--- config.mk ---
export PLATFORM = sky130hd
export DESIGN_NAME = entropy_src
export DESIGN_NICKNAME = d
export VERILOG_FILES = /design/src/design/es_types_pkg.sv /design/src/design/es_bus_pkg.sv /design/src/design/es_health_sampler.sv /design/src/design/es_fifo.sv /design/src/design/es_fifo_arbiter.sv /design/src/design/es_hw_if.sv /design/src/design/es_reg_if.sv /design/src/design/entropy_src.sv
export VERILOG_INCLUDE_DIRS = /design/src /design/src/design
export SDC_FILE = /design/constraint.sdc
export NUM_CORES = 1
export LEC_CHECK = 0
export BUFFER_PORTS_ARGS = -buffer_cell sky130_fd_sc_hd__clkbuf_2
export CAP_MARGIN = 25
export CORE_UTILIZATION = 61
export CTS_CLUSTER_DIAMETER = 30
export DETAILED_ROUTE_END_ITERATION = 10
export PLACE_DENSITY_LB_ADDON = 0.15
export RECOVER_POWER = 25
export SLEW_MARGIN = 20
export SYNTH_ARGS = -nofsm -noshare
export SYNTH_HDL_FRONTEND = slang
export SYNTH_SLANG_ARGS = --single-unit
export TNS_END_PERCENT = 1
--- constraint.sdc ---
create_clock -name clk_i -period 7.2 [get_ports clk_i]
set_input_delay 1.8 -clock clk_i [delete_from_list [all_inputs] [get_ports clk_i]]
set_output_delay 1.8 -clock clk_i [all_outputs]
set_load 0.02 [all_outputs]
--- src/design/es_cfg.svh ---
// Build-time configuration of the entropy source
// FIFO depth must be a power of two so the pointers wrap on their own
// Symbols per word times four must equal the 32-bit word width
// Register addresses are byte offsets on the four-bit register bus
`ifndef ES_CFG_SVH
`define ES_CFG_SVH

////////////////////
// Sizing
////////////////////

// Words held between the sampler and the consumers
`define ES_FIFO_DEPTH 4
`define ES_SYMS_PER_WORD 8
// Repetition threshold out of reset
`define ES_REPCNT_DEFAULT 4'd6

////////////////////
// Register map
////////////////////

`define ES_ADDR_CTRL   4'h0
`define ES_ADDR_THRESH 4'h4
`define ES_ADDR_STATUS 4'h8
`define ES_ADDR_DATA   4'hC
`endif

--- src/design/es_types_pkg.sv ---
// Data-path types of the entropy source
// Level width covers a FIFO of up to seven words
// Threshold and repeat count share one four-bit type

package es_types_pkg;

  ////////////////////
  // Data path
  ////////////////////

  // One noise symbol from the RNG
  typedef logic [3:0] es_symbol_t;

  // Packed entropy word, first symbol in bits 3:0
  typedef logic [31:0] es_word_t;

  // FIFO fill level, zero up to full
  typedef logic [2:0] es_level_t;

  // Run length of equal symbols, also used for the threshold
  typedef logic [3:0] rep_cnt_t;

  // Health failures, saturates at all ones
  typedef logic [7:0] fail_cnt_t;

  ////////////////////
  // Handshake FSM
  ////////////////////

  // IDLE waits for req, ACK builds the response, WAIT_DROP holds ack until req falls
  typedef enum logic [1:0] {
    IDLE,
    ACK,
    WAIT_DROP
  } hs_state_e;

endpackage

--- src/design/es_bus_pkg.sv ---
// Bus bundles of the entropy source
// Register bus and hardware entropy interface both use a four-phase req/ack
// Fields stay stable from req high until ack falls

package es_bus_pkg;

  // Register byte address
  typedef logic [3:0] reg_addr_t;

  ////////////////////
  // Register bus
  ////////////////////

  typedef struct packed {
    logic                   req;
    logic                   we;
    reg_addr_t              addr;
    es_types_pkg::es_word_t wdata;
  } reg_req_t;

  typedef struct packed {
    logic                   ack;
    es_types_pkg::es_word_t rdata;
  } reg_rsp_t;

  ////////////////////
  // Entropy interface
  ////////////////////

  typedef struct packed {
    logic req;
  } es_hw_req_t;

  typedef struct packed {
    logic                   ack;
    es_types_pkg::es_word_t bits;
  } es_hw_rsp_t;

  // One consumer's view of the shared FIFO
  typedef struct packed {
    logic                   pop_req;
    logic                   grant;
    es_types_pkg::es_word_t data;
  } fifo_port_t;

endpackage

--- src/design/es_health_sampler.sv ---
// Repetition-count health test and word packing
// Symbols are taken only while enable_i is high; the source is never stalled
// A failing symbol is dropped along with the partial word
// word_o is valid while push_o is high
`timescale 1ns/10ps
`include "es_cfg.svh"

module es_health_sampler (
  input  logic                     clk_i,
  input  logic                     rst_n_i,
  input  logic                     enable_i,
  input  es_types_pkg::rep_cnt_t   thresh_i,
  input  es_types_pkg::es_symbol_t rng_sym_i,
  input  logic                     rng_valid_i,
  output logic                     push_o,
  output es_types_pkg::es_word_t   word_o,
  output logic                     fail_o
);
  import es_types_pkg::*;

  localparam int SymCntW = $clog2(`ES_SYMS_PER_WORD);
  localparam int SymW    = $bits(es_symbol_t);
  localparam int WordW   = $bits(es_word_t);

  es_symbol_t         prev_sym;
  rep_cnt_t           rep_cnt;
  rep_cnt_t           rep_cnt_nxt;
  logic [SymCntW-1:0] sym_cnt;
  logic               last_sym;
  es_word_t           pack_word;
  logic               sym_take;
  logic               rep_fail;
  logic               push_q;
  logic               fail_q;

  assign sym_take = enable_i & rng_valid_i;
  assign last_sym = (sym_cnt == SymCntW'(`ES_SYMS_PER_WORD - 1));

  // Run length including this symbol, zero count means no history yet
  assign rep_cnt_nxt = (rep_cnt != '0 && rng_sym_i == prev_sym) ? rep_cnt + 1'b1
                                                                 : rep_cnt_t'(1);
  assign rep_fail    = sym_take & (rep_cnt_nxt >= thresh_i);

  ////////////////////
  // Repetition count
  ////////////////////

  always_ff @(posedge clk_i) begin
    if (!rst_n_i) begin
      rep_cnt <= '0;
    end else if (!enable_i) begin
      rep_cnt <= '0;
    end else if (sym_take) begin
      // A failure starts a fresh run at the failing symbol
      rep_cnt <= rep_fail ? rep_cnt_t'(1) : rep_cnt_nxt;
    end
  end

  always_ff @(posedge clk_i) begin
    if (sym_take) begin
      prev_sym <= rng_sym_i;
    end
  end

  ////////////////////
  // Word packing
  ////////////////////

  always_ff @(posedge clk_i) begin
    if (!rst_n_i) begin
      sym_cnt <= '0;
      push_q  <= 1'b0;
      fail_q  <= 1'b0;
    end else if (!enable_i) begin
      sym_cnt <= '0;
      push_q  <= 1'b0;
      fail_q  <= 1'b0;
    end else begin
      push_q <= 1'b0;
      fail_q <= rep_fail;
      if (rep_fail) begin
        sym_cnt <= '0;
      end else if (sym_take) begin
        push_q  <= last_sym;
        sym_cnt <= last_sym ? '0 : sym_cnt + 1'b1;
      end
    end
  end

  // New symbols enter at the top, so stale bits drop out after a full word
  always_ff @(posedge clk_i) begin
    if (sym_take && !rep_fail) begin
      pack_word <= {rng_sym_i, pack_word[WordW-1:SymW]};
    end
  end

  assign push_o = push_q;
  assign word_o = pack_word;
  assign fail_o = fail_q;

endmodule

--- src/design/es_fifo.sv ---
// Entropy word FIFO
// A push while full is dropped, a pop while empty is ignored
// data_o shows the head word whenever empty_o is low
`timescale 1ns/10ps
`include "es_cfg.svh"

module es_fifo (
  input  logic                    clk_i,
  input  logic                    rst_n_i,
  input  logic                    flush_i,
  input  logic                    push_i,
  input  es_types_pkg::es_word_t  word_i,
  input  logic                    pop_i,
  output es_types_pkg::es_word_t  data_o,
  output logic                    empty_o,
  output es_types_pkg::es_level_t level_o
);
  import es_types_pkg::*;

  localparam int PtrW = $clog2(`ES_FIFO_DEPTH);

  es_word_t        mem [`ES_FIFO_DEPTH];
  logic [PtrW-1:0] wr_ptr;
  logic [PtrW-1:0] rd_ptr;
  es_level_t       count;
  logic            full;
  logic            wr_en;
  logic            rd_en;

  assign full    = (count == es_level_t'(`ES_FIFO_DEPTH));
  assign empty_o = (count == '0);
  assign wr_en   = push_i & ~full;
  assign rd_en   = pop_i & ~empty_o;

  always_ff @(posedge clk_i) begin
    if (!rst_n_i || flush_i) begin
      wr_ptr <= '0;
      rd_ptr <= '0;
      count  <= '0;
    end else begin
      if (wr_en) wr_ptr <= wr_ptr + 1'b1;
      if (rd_en) rd_ptr <= rd_ptr + 1'b1;
      case ({wr_en, rd_en})
        2'b10:   count <= count + 1'b1;
        2'b01:   count <= count - 1'b1;
        default: count <= count;
      endcase
    end
  end

  always_ff @(posedge clk_i) begin
    if (wr_en) begin
      mem[wr_ptr] <= word_i;
    end
  end

  assign data_o  = mem[rd_ptr];
  assign level_o = count;

endmodule

--- src/design/es_fifo_arbiter.sv ---
// Round-robin arbiter for the two FIFO consumers
// At most one grant per cycle and none while the FIFO is empty
// The granted consumer must take the head word in the grant cycle
`timescale 1ns/10ps

module es_fifo_arbiter (
  input  logic                   clk_i,
  input  logic                   rst_n_i,
  input  logic                   empty_i,
  input  es_bus_pkg::fifo_port_t hw_port_i,
  input  es_bus_pkg::fifo_port_t fw_port_i,
  output logic                   hw_grant_o,
  output logic                   fw_grant_o,
  output logic                   pop_o
);

  logic last_hw;
  logic hw_req;
  logic fw_req;

  assign hw_req = hw_port_i.pop_req & ~empty_i;
  assign fw_req = fw_port_i.pop_req & ~empty_i;

  always_comb begin
    if (hw_req && fw_req) begin
      // Tie goes to whoever was not served last
      hw_grant_o = ~last_hw;
      fw_grant_o = last_hw;
    end else begin
      hw_grant_o = hw_req;
      fw_grant_o = fw_req;
    end
  end

  assign pop_o = hw_grant_o | fw_grant_o;

  ////////////////////
  // Last grant
  ////////////////////

  // Out of reset hw counts as last, so fw wins the first tie
  always_ff @(posedge clk_i) begin
    if (!rst_n_i) begin
      last_hw <= 1'b1;
    end else if (pop_o) begin
      last_hw <= hw_grant_o;
    end
  end

endmodule

--- src/design/es_hw_if.sv ---
// Hardware entropy interface toward the DRBG
// One word per four-phase transfer; ack waits for a FIFO grant
// bits is valid while ack is high, ack falls one cycle after req
`timescale 1ns/10ps

module es_hw_if (
  input  logic                   clk_i,
  input  logic                   rst_n_i,
  input  es_bus_pkg::es_hw_req_t es_hw_req_i,
  output es_bus_pkg::es_hw_rsp_t es_hw_rsp_o,
  output logic                   pop_req_o,
  input  logic                   grant_i,
  input  es_types_pkg::es_word_t fifo_data_i
);
  import es_types_pkg::*;

  hs_state_e state_q;
  hs_state_e state_d;
  es_word_t  bits_q;

  always_comb begin
    state_d = state_q;
    case (state_q)
      IDLE:      if (es_hw_req_i.req) state_d = ACK;
      ACK:       if (grant_i) state_d = WAIT_DROP;
      WAIT_DROP: if (!es_hw_req_i.req) state_d = IDLE;
      default:   state_d = IDLE;
    endcase
  end

  always_ff @(posedge clk_i) begin
    if (!rst_n_i) begin
      state_q <= IDLE;
    end else begin
      state_q <= state_d;
    end
  end

  // Head word is taken in the grant cycle
  always_ff @(posedge clk_i) begin
    if (grant_i) begin
      bits_q <= fifo_data_i;
    end
  end

  assign pop_req_o   = (state_q == ACK);
  assign es_hw_rsp_o = '{ack: (state_q == WAIT_DROP), bits: bits_q};

endmodule

--- src/design/es_reg_if.sv ---
// Firmware register interface on a four-phase req/ack bus
// ack rises two cycles after req, later if a DATA read waits for a grant
// DATA read of an empty FIFO returns zero; writes to STATUS and DATA are dropped
// Unmapped addresses read as zero
`timescale 1ns/10ps
`include "es_cfg.svh"

module es_reg_if (
  input  logic                    clk_i,
  input  logic                    rst_n_i,
  input  es_bus_pkg::reg_req_t    reg_req_i,
  output es_bus_pkg::reg_rsp_t    reg_rsp_o,
  input  logic                    fail_i,
  input  es_types_pkg::es_level_t level_i,
  input  logic                    empty_i,
  input  es_types_pkg::es_word_t  fifo_data_i,
  output logic                    pop_req_o,
  input  logic                    grant_i,
  output logic                    enable_o,
  output es_types_pkg::rep_cnt_t  thresh_o
);
  import es_types_pkg::*;
  import es_bus_pkg::*;

  hs_state_e state_q;
  hs_state_e state_d;
  reg_req_t  req_q;
  es_word_t  rdata_q;
  es_word_t  rdata_d;
  fail_cnt_t fail_cnt;
  logic      enable_q;
  rep_cnt_t  thresh_q;
  logic      data_rd;
  logic      resolve;

  ////////////////////
  // Access FSM
  ////////////////////

  assign data_rd   = ~req_q.we & (req_q.addr == `ES_ADDR_DATA);
  assign pop_req_o = (state_q == ACK) & data_rd & ~empty_i;
  // Done unless a queued word still waits for its grant
  assign resolve   = (state_q == ACK) & ~(pop_req_o & ~grant_i);

  always_comb begin
    state_d = state_q;
    case (state_q)
      IDLE:      if (reg_req_i.req) state_d = ACK;
      ACK:       if (resolve) state_d = WAIT_DROP;
      WAIT_DROP: if (!reg_req_i.req) state_d = IDLE;
      default:   state_d = IDLE;
    endcase
  end

  always_ff @(posedge clk_i) begin
    if (!rst_n_i) begin
      state_q <= IDLE;
    end else begin
      state_q <= state_d;
    end
  end

  // Decode cycle captures the access
  always_ff @(posedge clk_i) begin
    if (state_q == IDLE && reg_req_i.req) begin
      req_q <= reg_req_i;
    end
  end

  ////////////////////
  // Read data
  ////////////////////

  always_comb begin
    rdata_d = '0;
    if (!req_q.we) begin
      case (req_q.addr)
        `ES_ADDR_CTRL:   rdata_d = es_word_t'(enable_q);
        `ES_ADDR_THRESH: rdata_d = es_word_t'(thresh_q);
        `ES_ADDR_STATUS: rdata_d = {16'h0, fail_cnt, 5'h0, level_i};
        `ES_ADDR_DATA:   rdata_d = grant_i ? fifo_data_i : '0;
        default:         rdata_d = '0;
      endcase
    end
  end

  always_ff @(posedge clk_i) begin
    if (resolve) begin
      rdata_q <= rdata_d;
    end
  end

  ////////////////////
  // Control registers
  ////////////////////

  always_ff @(posedge clk_i) begin
    if (!rst_n_i) begin
      enable_q <= 1'b0;
      thresh_q <= `ES_REPCNT_DEFAULT;
    end else if (resolve && req_q.we) begin
      case (req_q.addr)
        `ES_ADDR_CTRL:   enable_q <= req_q.wdata[0];
        `ES_ADDR_THRESH: thresh_q <= req_q.wdata[$bits(rep_cnt_t)-1:0];
        default:         enable_q <= enable_q;
      endcase
    end
  end

  // Saturating health-failure count
  always_ff @(posedge clk_i) begin
    if (!rst_n_i) begin
      fail_cnt <= '0;
    end else if (fail_i && fail_cnt != '1) begin
      fail_cnt <= fail_cnt + 1'b1;
    end
  end

  assign enable_o  = enable_q;
  assign thresh_o  = thresh_q;
  assign reg_rsp_o = '{ack: (state_q == WAIT_DROP), rdata: rdata_q};

endmodule

--- src/design/entropy_src.sv ---
// Entropy source top level
// Firmware and the DRBG share one entropy FIFO through a round-robin arbiter
// Clearing CTRL.enable flushes the FIFO and any partial word
// recov_alert_o is a one-cycle pulse per health failure
`timescale 1ns/10ps

module entropy_src (
  input  logic                     clk_i,
  input  logic                     rst_n_i,
  input  es_types_pkg::es_symbol_t rng_sym_i,
  input  logic                     rng_valid_i,
  output logic                     rng_enable_o,
  input  es_bus_pkg::reg_req_t     reg_req_i,
  output es_bus_pkg::reg_rsp_t     reg_rsp_o,
  input  es_bus_pkg::es_hw_req_t   es_hw_req_i,
  output es_bus_pkg::es_hw_rsp_t   es_hw_rsp_o,
  output logic                     intr_entropy_valid_o,
  output logic                     recov_alert_o
);
  import es_types_pkg::*;
  import es_bus_pkg::*;

  rep_cnt_t   thresh;
  logic       push;
  es_word_t   word;
  logic       fifo_flush;
  es_word_t   fifo_data;
  logic       fifo_empty;
  es_level_t  fifo_level;
  logic       fifo_pop;
  logic       hw_pop_req;
  logic       fw_pop_req;
  logic       hw_grant;
  logic       fw_grant;
  fifo_port_t hw_port;
  fifo_port_t fw_port;

  // Each consumer sees its own grant next to the shared head word
  assign hw_port = '{pop_req: hw_pop_req, grant: hw_grant, data: fifo_data};
  assign fw_port = '{pop_req: fw_pop_req, grant: fw_grant, data: fifo_data};

  assign fifo_flush           = ~rng_enable_o;
  assign intr_entropy_valid_o = ~fifo_empty;

  es_health_sampler u_sampler (
    .clk_i, .rst_n_i,
    .enable_i(rng_enable_o), .thresh_i(thresh),
    .rng_sym_i, .rng_valid_i,
    .push_o(push), .word_o(word), .fail_o(recov_alert_o)
  );

  es_fifo u_fifo (
    .clk_i, .rst_n_i,
    .flush_i(fifo_flush), .push_i(push), .word_i(word), .pop_i(fifo_pop),
    .data_o(fifo_data), .empty_o(fifo_empty), .level_o(fifo_level)
  );

  es_fifo_arbiter u_arb (
    .clk_i, .rst_n_i,
    .empty_i(fifo_empty), .hw_port_i(hw_port), .fw_port_i(fw_port),
    .hw_grant_o(hw_grant), .fw_grant_o(fw_grant), .pop_o(fifo_pop)
  );

  es_hw_if u_hw_if (
    .clk_i, .rst_n_i,
    .es_hw_req_i, .es_hw_rsp_o,
    .pop_req_o(hw_pop_req), .grant_i(hw_port.grant), .fifo_data_i(hw_port.data)
  );

  es_reg_if u_reg_if (
    .clk_i, .rst_n_i,
    .reg_req_i, .reg_rsp_o,
    .fail_i(recov_alert_o), .level_i(fifo_level), .empty_i(fifo_empty),
    .fifo_data_i(fw_port.data), .pop_req_o(fw_pop_req), .grant_i(fw_port.grant),
    .enable_o(rng_enable_o), .thresh_o(thresh)
  );

endmodule

==> impl_metrics.env, run 1 <==
export IMPL_row_count=46
export IMPL_slowest_stage="buf_4"
export IMPL_startpoint_type="primary input"
export IMPL_yosys_top_cells_area="edfxtp_1, dfxtp_1, mux4_2"
export IMPL_drt_pass1_iter_count=5
export IMPL_drive_above_1_share=0.296
export IMPL_syn_area_sq_um=10100
export IMPL_crit_required_ns=7.36
export IMPL_first_global_vias=5475
export IMPL_p_int_mw=2.92
export IMPL_grt_total_usage=0.232
export IMPL_critPathCaptureType="flop"
export IMPL_path_delay_family="simple AND/OR/NAND/NOR gates"
export IMPL_nFillCells=903
export IMPL_yosysUniqueCellTypes=54
export IMPL_vias=5301
export IMPL_port_buffers=86
export IMPL_synth_top_area_cell="edfxtp_1"
export IMPL_place_area_sq_um=10800
export IMPL_seqCellArea_sq_um=7840
export IMPL_worst_path_buf_inv=2
export IMPL_clock_skew_ns=0.0181
export IMPL_grt_ovfl_total=0
export IMPL_syn_nets=611
export IMPL_cap_violations=0
export IMPL_run_status="complete, no violations"
export IMPL_clk_pin_slew_ns=0.05
export IMPL_postCtsResizedCells=0
export IMPL_start_util=0.631
export IMPL_switching_share=0.208
export IMPL_yosysWarnings=0
export IMPL_grt_antenna_before_repair=0
export IMPL_vdd_drop_max_mv=0.227
export IMPL_layout_nets=732
export IMPL_ys_ff_latch=273
export IMPL_cts_htree_levels=2
export IMPL_wl_per_cell_microns=20.4
export IMPL_antenna_left=0
export IMPL_switching_power_mw=0.767
export IMPL_grt_max_degree=34
export IMPL_period_needed_ns=4.09
export IMPL_finalPower_mw=3.69
export IMPL_drtIter0Drc=426
export IMPL_synthArstFlopShare=0
export IMPL_num_antenna_cells=0
export IMPL_cpPeakStageDelay_ns=0.42
export IMPL_grt_pass1_wl_mm=28.6
export IMPL_synth_most_common_cell="edfxtp_1"
export IMPL_synth_cells=550
export IMPL_multi_input_area_sq_um=2130
export IMPL_cts_sinks=273
export IMPL_die_x_microns=131
export IMPL_die_h_microns=131
export IMPL_drc=0
export IMPL_post_cts_setup_buffers=0
export IMPL_dieArea_sq_um=17100
export IMPL_p_clk_frac=0.523
export IMPL_finalMaxSlewViolations=0
export IMPL_powerDensity_nw_per_um2=303
export IMPL_tightestPinTransition_ns=0.941
export IMPL_slew_limit_headroom=0.368
export IMPL_synth_edf_count=237
export IMPL_leakage_nw=4.24
export IMPL_synth_common_cells="edfxtp_1, nor2_1, dfxtp_1, mux4_2, and2_1"
export IMPL_cts_root_buf="clkbuf_16"
export IMPL_cts_buffer_depth=3
export IMPL_placedCellCount=842
export IMPL_area_growth_pct=20.1
export IMPL_synth_seq_area_share=0.773
export IMPL_worstPathCellList="clkbuf_2 > xnor2_1 > nand3_1 > a211o_1 > nor2_1 > ha_1 > nand2b_1 > a2111oi_2 > nor3_1 > nor2_2 > buf_4"
export IMPL_rsz0062_at_grt="false"
export IMPL_gp_congestion=0.813
export IMPL_criticalPathCategory="in -> reg"
export IMPL_cts_tree="done"
export IMPL_setup_violations=0
export IMPL_path_max_fanout=32
export IMPL_dp_hpwl_mm=10.9
export IMPL_seq_power_share=0.466
export IMPL_vias_per_cell=5.77
export IMPL_fin_area_sq_um=12200
export IMPL_cts_buffers=43
export IMPL_ios=115
export IMPL_timing_fmax_ghz=0.244
export IMPL_hp_start="u_hw_if.state_q[1]"
export IMPL_coreArea_sq_um=16100
export IMPL_fin_crit_sh=0.569
export IMPL_final_cells=919
export IMPL_cts_hold_buf=0
export IMPL_setup_tns_ns=0
export IMPL_cp_arrival_ns=4.25
export IMPL_wl_mm=18.8
export IMPL_hold_path_class="reg -> reg"
export IMPL_clock_latency_ns=0.52
export IMPL_synth_flop_cell="edfxtp_1"
export IMPL_r2r_start="u_sampler.rep_cnt[0]"
export IMPL_startpoint="rng_sym_i[3]"
export IMPL_synth_top_area_frac=0.702
export IMPL_p_comb_frac=0.010
export IMPL_hold_viol=0
export IMPL_syn_avg_cell_area_sq_um=18.4
-- per-layer routing --
| layer | GRT usage | wire, microns | part of all wire |
|---|---|---|---|
| met1 | 0.287 | 7450 | 0.40 |
| met2 | 0.395 | 9720 | 0.52 |
| met3 | 0.0472 | 982 | 0.052 |
| met4 | 0.113 | 619 | 0.033 |
| met5 | 0 | 0 | 0 |
-- kinds of logic (layout without fill, tap and decap cells) --
kind of cell	after synthesis	after routing	share of synthesized area
AOI/OAI and AO/OA	45	45	0.0312
xor gates and xnor gates	13	13	0.0112
adders and majority gates	15	15	0.0193
buffers and inverters	34	187	0.0186
DFF	273	273	0.773
muxes	39	39	0.0784
and+or+nand+nor	131	131	0.0681
-- sequential cells by signal, summed over array words and instances, names as in the netlist, named ones only --
signal / count
u_fifo.mem: 128
u_hw_if.bits_q: 32
u_reg_if.rdata_q: 32
u_sampler.word_o: 32
u_reg_if.req_q: 9
u_reg_if.fail_cnt: 8
u_reg_if.thresh_o: 4
u_sampler.prev_sym: 4
u_sampler.rep_cnt: 4
u_fifo.level_o: 3
u_sampler.sym_cnt: 3
u_fifo.rd_ptr: 2
u_fifo.wr_ptr: 2
u_hw_if.state_q: 2
u_reg_if.state_q: 2
u_arb.last_hw: 1
u_reg_if.enable_o: 1
u_sampler.fail_o: 1
u_sampler.push_o: 1
-- path summary, 6_finish.rpt --
kind	to	slack, ns	cells after the start
worst min register to register	u_hw_if.state_q[0]	0.45	1
worst min-delay path	u_hw_if.state_q[0]	0.45	1
worst max register to register	u_sampler.word_o[11]	4.07	10
worst max-delay path	u_sampler.word_o[11]	3.11	11
-- stage by stage --
step | util | setup WS [ns] | hold slack (ns)
after global routing | 0.758 | 2.97 | 0.481
after floorplan | - | 2.10 | 0.407
after CTS | 0.758 | 3.15 | 0.445
after detailed placement | 0.673 | 2.65 | 0.444
after global placement | 0.672 | 2.71 | 0.421
final | 0.758 | 3.11 | 0.455
-- power by group through the flow --
stage	sequential [mW]	combinational, mW	clock, mW
detailed placement	1.75	0.0389	0
floorplan	1.76	0.0162	0
finish	1.72	0.0386	1.93
global route	1.72	0.0420	2.02
CTS	1.72	0.0392	1.95
global placement	1.75	0.0374	0
-- cell usage in the layout (no fill, tap or decap), types with 9 or more instances in the layout --
master,instances
and2_1,26
edfxtp_1,237
a21oi_1,11
nor3_1,9
inv_6,12
dfxtp_1,35
mux4_2,31
a22oi_1,9
ha_1,14
nand2_1,17
clkbuf_16,43
buf_4,9
inv_1,14
nor2_1,41
clkbuf_2,86
xnor2_1,9
-- layout make-up --
type | instances | share of cell area
Clock buffer | 46 | 0.0901
Timing Repair Buffer | 96 | 0.0421
Multi-Input combinational cell | 243 | 0.175
Sequential cell | 273 | 0.644
Clock inverter | 31 | 0.0222
Inverter | 14 | 0.00432
Tap cell | 216 | 0.0222
Power figures use the tool's default switching activity.
==> run 2: changes to the inputs <==
- ABC_AREA: not set -> 1
- CORE_UTILIZATION: 61 -> 52
- clock period: 7.2 -> 3.75 ns (I/O delays scaled with it)
==> impl_metrics.env, run 2 <==
export IMPL_run_status="complete, no violations"
export IMPL_syn_area_sq_um=10300
export IMPL_setup_violations=0
export IMPL_cap_violations=0
export IMPL_row_count=51
export IMPL_syn_avg_cell_area_sq_um=13.2
export IMPL_vdd_drop_max_mv=0.451
export IMPL_place_area_sq_um=11100
export IMPL_setup_tns_ns=0
export IMPL_synth_flop_cell="edfxtp_1"
export IMPL_cts_root_buf="clkbuf_16"
export IMPL_post_cts_setup_buffers=0
export IMPL_leakage_nw=4.63
export IMPL_seq_power_share=0.460
export IMPL_drt_pass1_iter_count=5
export IMPL_grt_pass1_wl_mm=32.5
export IMPL_yosys_top_cells_area="edfxtp_1, dfxtp_1, nor2_1"
export IMPL_period_needed_ns=2.80
export IMPL_worstPathCellList="inv_2 > nand3_2 > nor2_8 > buf_4 > nand2_2 > nand2_2 > ha_1 > fa_1 > a21oi_1 > o21a_1 > o21ai_0 > a21oi_1"
export IMPL_final_util=0.646
export IMPL_vias=6333
export IMPL_worst_path_stages=12
export IMPL_vias_per_cell=5.27
export IMPL_synth_top_area_cell="edfxtp_1"
export IMPL_cts_hold_buf=0
export IMPL_num_antenna_cells=0
export IMPL_fin_area_sq_um=12600
export IMPL_grt_antenna_before_repair=0
export IMPL_layout_common_cells="edfxtp_1, nor2_1, nand2_1, clkbuf_2, o21ai_0"
export IMPL_cts_buffers=42
export IMPL_layout_nets=964
export IMPL_powerDensity_nw_per_um2=572
export IMPL_cts_sinks=273
export IMPL_slowest_stage="edfxtp_1"
export IMPL_r2r_cells=12
export IMPL_criticalPathCategory="reg -> reg"
export IMPL_crit_required_ns=4.20
export IMPL_cts_buffer_depth=3
export IMPL_grt_max_degree=65
export IMPL_drive_above_1_share=0.210
export IMPL_startpoint_type="flop"
export IMPL_yosysWarnings=0
export IMPL_tightestPinTransition_ns=0.856
export IMPL_antenna_left=0
export IMPL_clk_pin_slew_ns=0.05
export IMPL_finalPower_mw=7.18
export IMPL_hold_path_class="reg -> reg"
export IMPL_gp_congestion=0.809
export IMPL_start_util=0.532
export IMPL_clock_latency_ns=0.52
export IMPL_largest_reg_flops=128
export IMPL_cp_arrival_ns=3.25
export IMPL_wl_mm=20.7
export IMPL_first_global_vias=6339
export IMPL_nFillCells=1385
export IMPL_timing_fmax_ghz=0.357
export IMPL_dp_hpwl_mm=12.6
export IMPL_die_x_microns=143
export IMPL_path_max_fanout=16
export IMPL_rsz0062_at_grt="false"
export IMPL_synth_common_cells="edfxtp_1, nor2_1, nand2_1, o21ai_0, a21oi_1"
export IMPL_cts_htree_levels=2
export IMPL_wl_per_cell_microns=17.3
export IMPL_placedCellCount=1124
export IMPL_critPathCaptureType="flop"
export IMPL_ys_ff_latch=273
export IMPL_coreArea_sq_um=19500
export IMPL_hold_viol=0
export IMPL_p_int_mw=5.73
export IMPL_switching_share=0.202
export IMPL_synthArstFlopShare=0
export IMPL_layout_commonest_cell="edfxtp_1"
export IMPL_syn_nets=846
export IMPL_die_h_microns=143
export IMPL_path_delay_family="flip-flops"
export IMPL_clock_skew_ns=0.0128
export IMPL_synth_most_common_cell="edfxtp_1"
export IMPL_port_buffers=86
export IMPL_synth_edf_count=237
export IMPL_dieArea_sq_um=20500
export IMPL_drc=0
export IMPL_top_register="u_fifo.mem"
export IMPL_yosysUniqueCellTypes=39
export IMPL_grt_total_usage=0.213
export IMPL_synth_cells=785
export IMPL_hold_depth=2
export IMPL_synth_top_area_frac=0.688
export IMPL_worst_path_buf_inv=2
export IMPL_p_clk_frac=0.530
export IMPL_final_cells=1201
export IMPL_finalMaxSlewViolations=0
export IMPL_grt_ovfl_total=0
export IMPL_postCtsResizedCells=0
export IMPL_switching_power_mw=1.45
export IMPL_drtIter0Drc=509
export IMPL_slew_limit_headroom=0.429
export IMPL_cts_tree="done"
export IMPL_p_comb_frac=0.010
export IMPL_area_growth_pct=21.5
export IMPL_fin_crit_sh=0.747
export IMPL_synth_seq_area_share=0.757
export IMPL_cpPeakStageDelay_ns=0.73
export IMPL_ios=115
run 2: metal layers:
| metal | vias up | wire length [microns] | track usage |
|---|---|---|---|
| met5 | - | 0 | 0 |
| met3 | 37 | 1010 | 0.0453 |
| met2 | 162 | 10600 | 0.361 |
| met1 | 3096 | 8680 | 0.267 |
| li1 | 3038 | - | - |
| met4 | 0 | 452 | 0.0832 |
run 2: layout make-up:
class | count | area (sq um) | area share
Multi-Input combinational cell | 437 | 2220 | 0.177
Clock buffer | 47 | 1130 | 0.0902
Timing Repair Buffer | 100 | 556 | 0.0442
Clock inverter | 30 | 303 | 0.0241
Tap cell | 265 | 332 | 0.0264
Inverter | 49 | 185 | 0.0147
Sequential cell | 273 | 7840 | 0.624
run 2: per-stage QoR:
step	hold WS (ns)	setup slack [ns]
2_1_floorplan	0.422	0.227
3_3_place_gp	0.445	0.721
3_5_place_dp	0.453	0.579
4_1_cts	0.466	0.992
5_1_grt	0.500	0.838
6_report	0.465	0.947
run 2: path summary, 6_finish.rpt:
kind                                         start              endpoint  slack, ns
worst max-delay path            u_reg_if.req_q[36]     u_fifo.level_o[2]       0.95
worst min-delay path             u_reg_if.req_q[1]  u_reg_if.thresh_o[1]       0.47
worst max register to register  u_reg_if.req_q[36]     u_fifo.level_o[2]       0.95
worst min register to register   u_reg_if.req_q[1]  u_reg_if.thresh_o[1]       0.47
run 2: cells by family (layout without fill, tap and decap cells):
kind of cell	after synthesis	count (layout)	share of synthesized area
compound gates	149	149	0.0770
xor+xnor	10	10	0.00846
fa+ha+maj	15	15	0.0189
buf+inv	75	226	0.0296
flops	273	273	0.757
simple gates	263	263	0.109
run 2: power groups by stage:
stage	Clock [mW]	Combinational, mW	Sequential [mW]
6_report	3.81	0.0750	3.30
5_1_grt	4.00	0.0820	3.30
3_5_place_dp	0	0.0765	3.36
2_1_floorplan	0	0.0317	3.37
4_1_cts	3.87	0.0769	3.30
3_3_place_gp	0	0.0733	3.36
run 2: worst min-delay path, delay by kind of cell, from the launching register on:
| family | cells | cell delay (ns) |
|---|---|---|
| AND/OR/NAND/NOR | 2 | 0.10 |
| flip-flops | 1 | 0.33 |
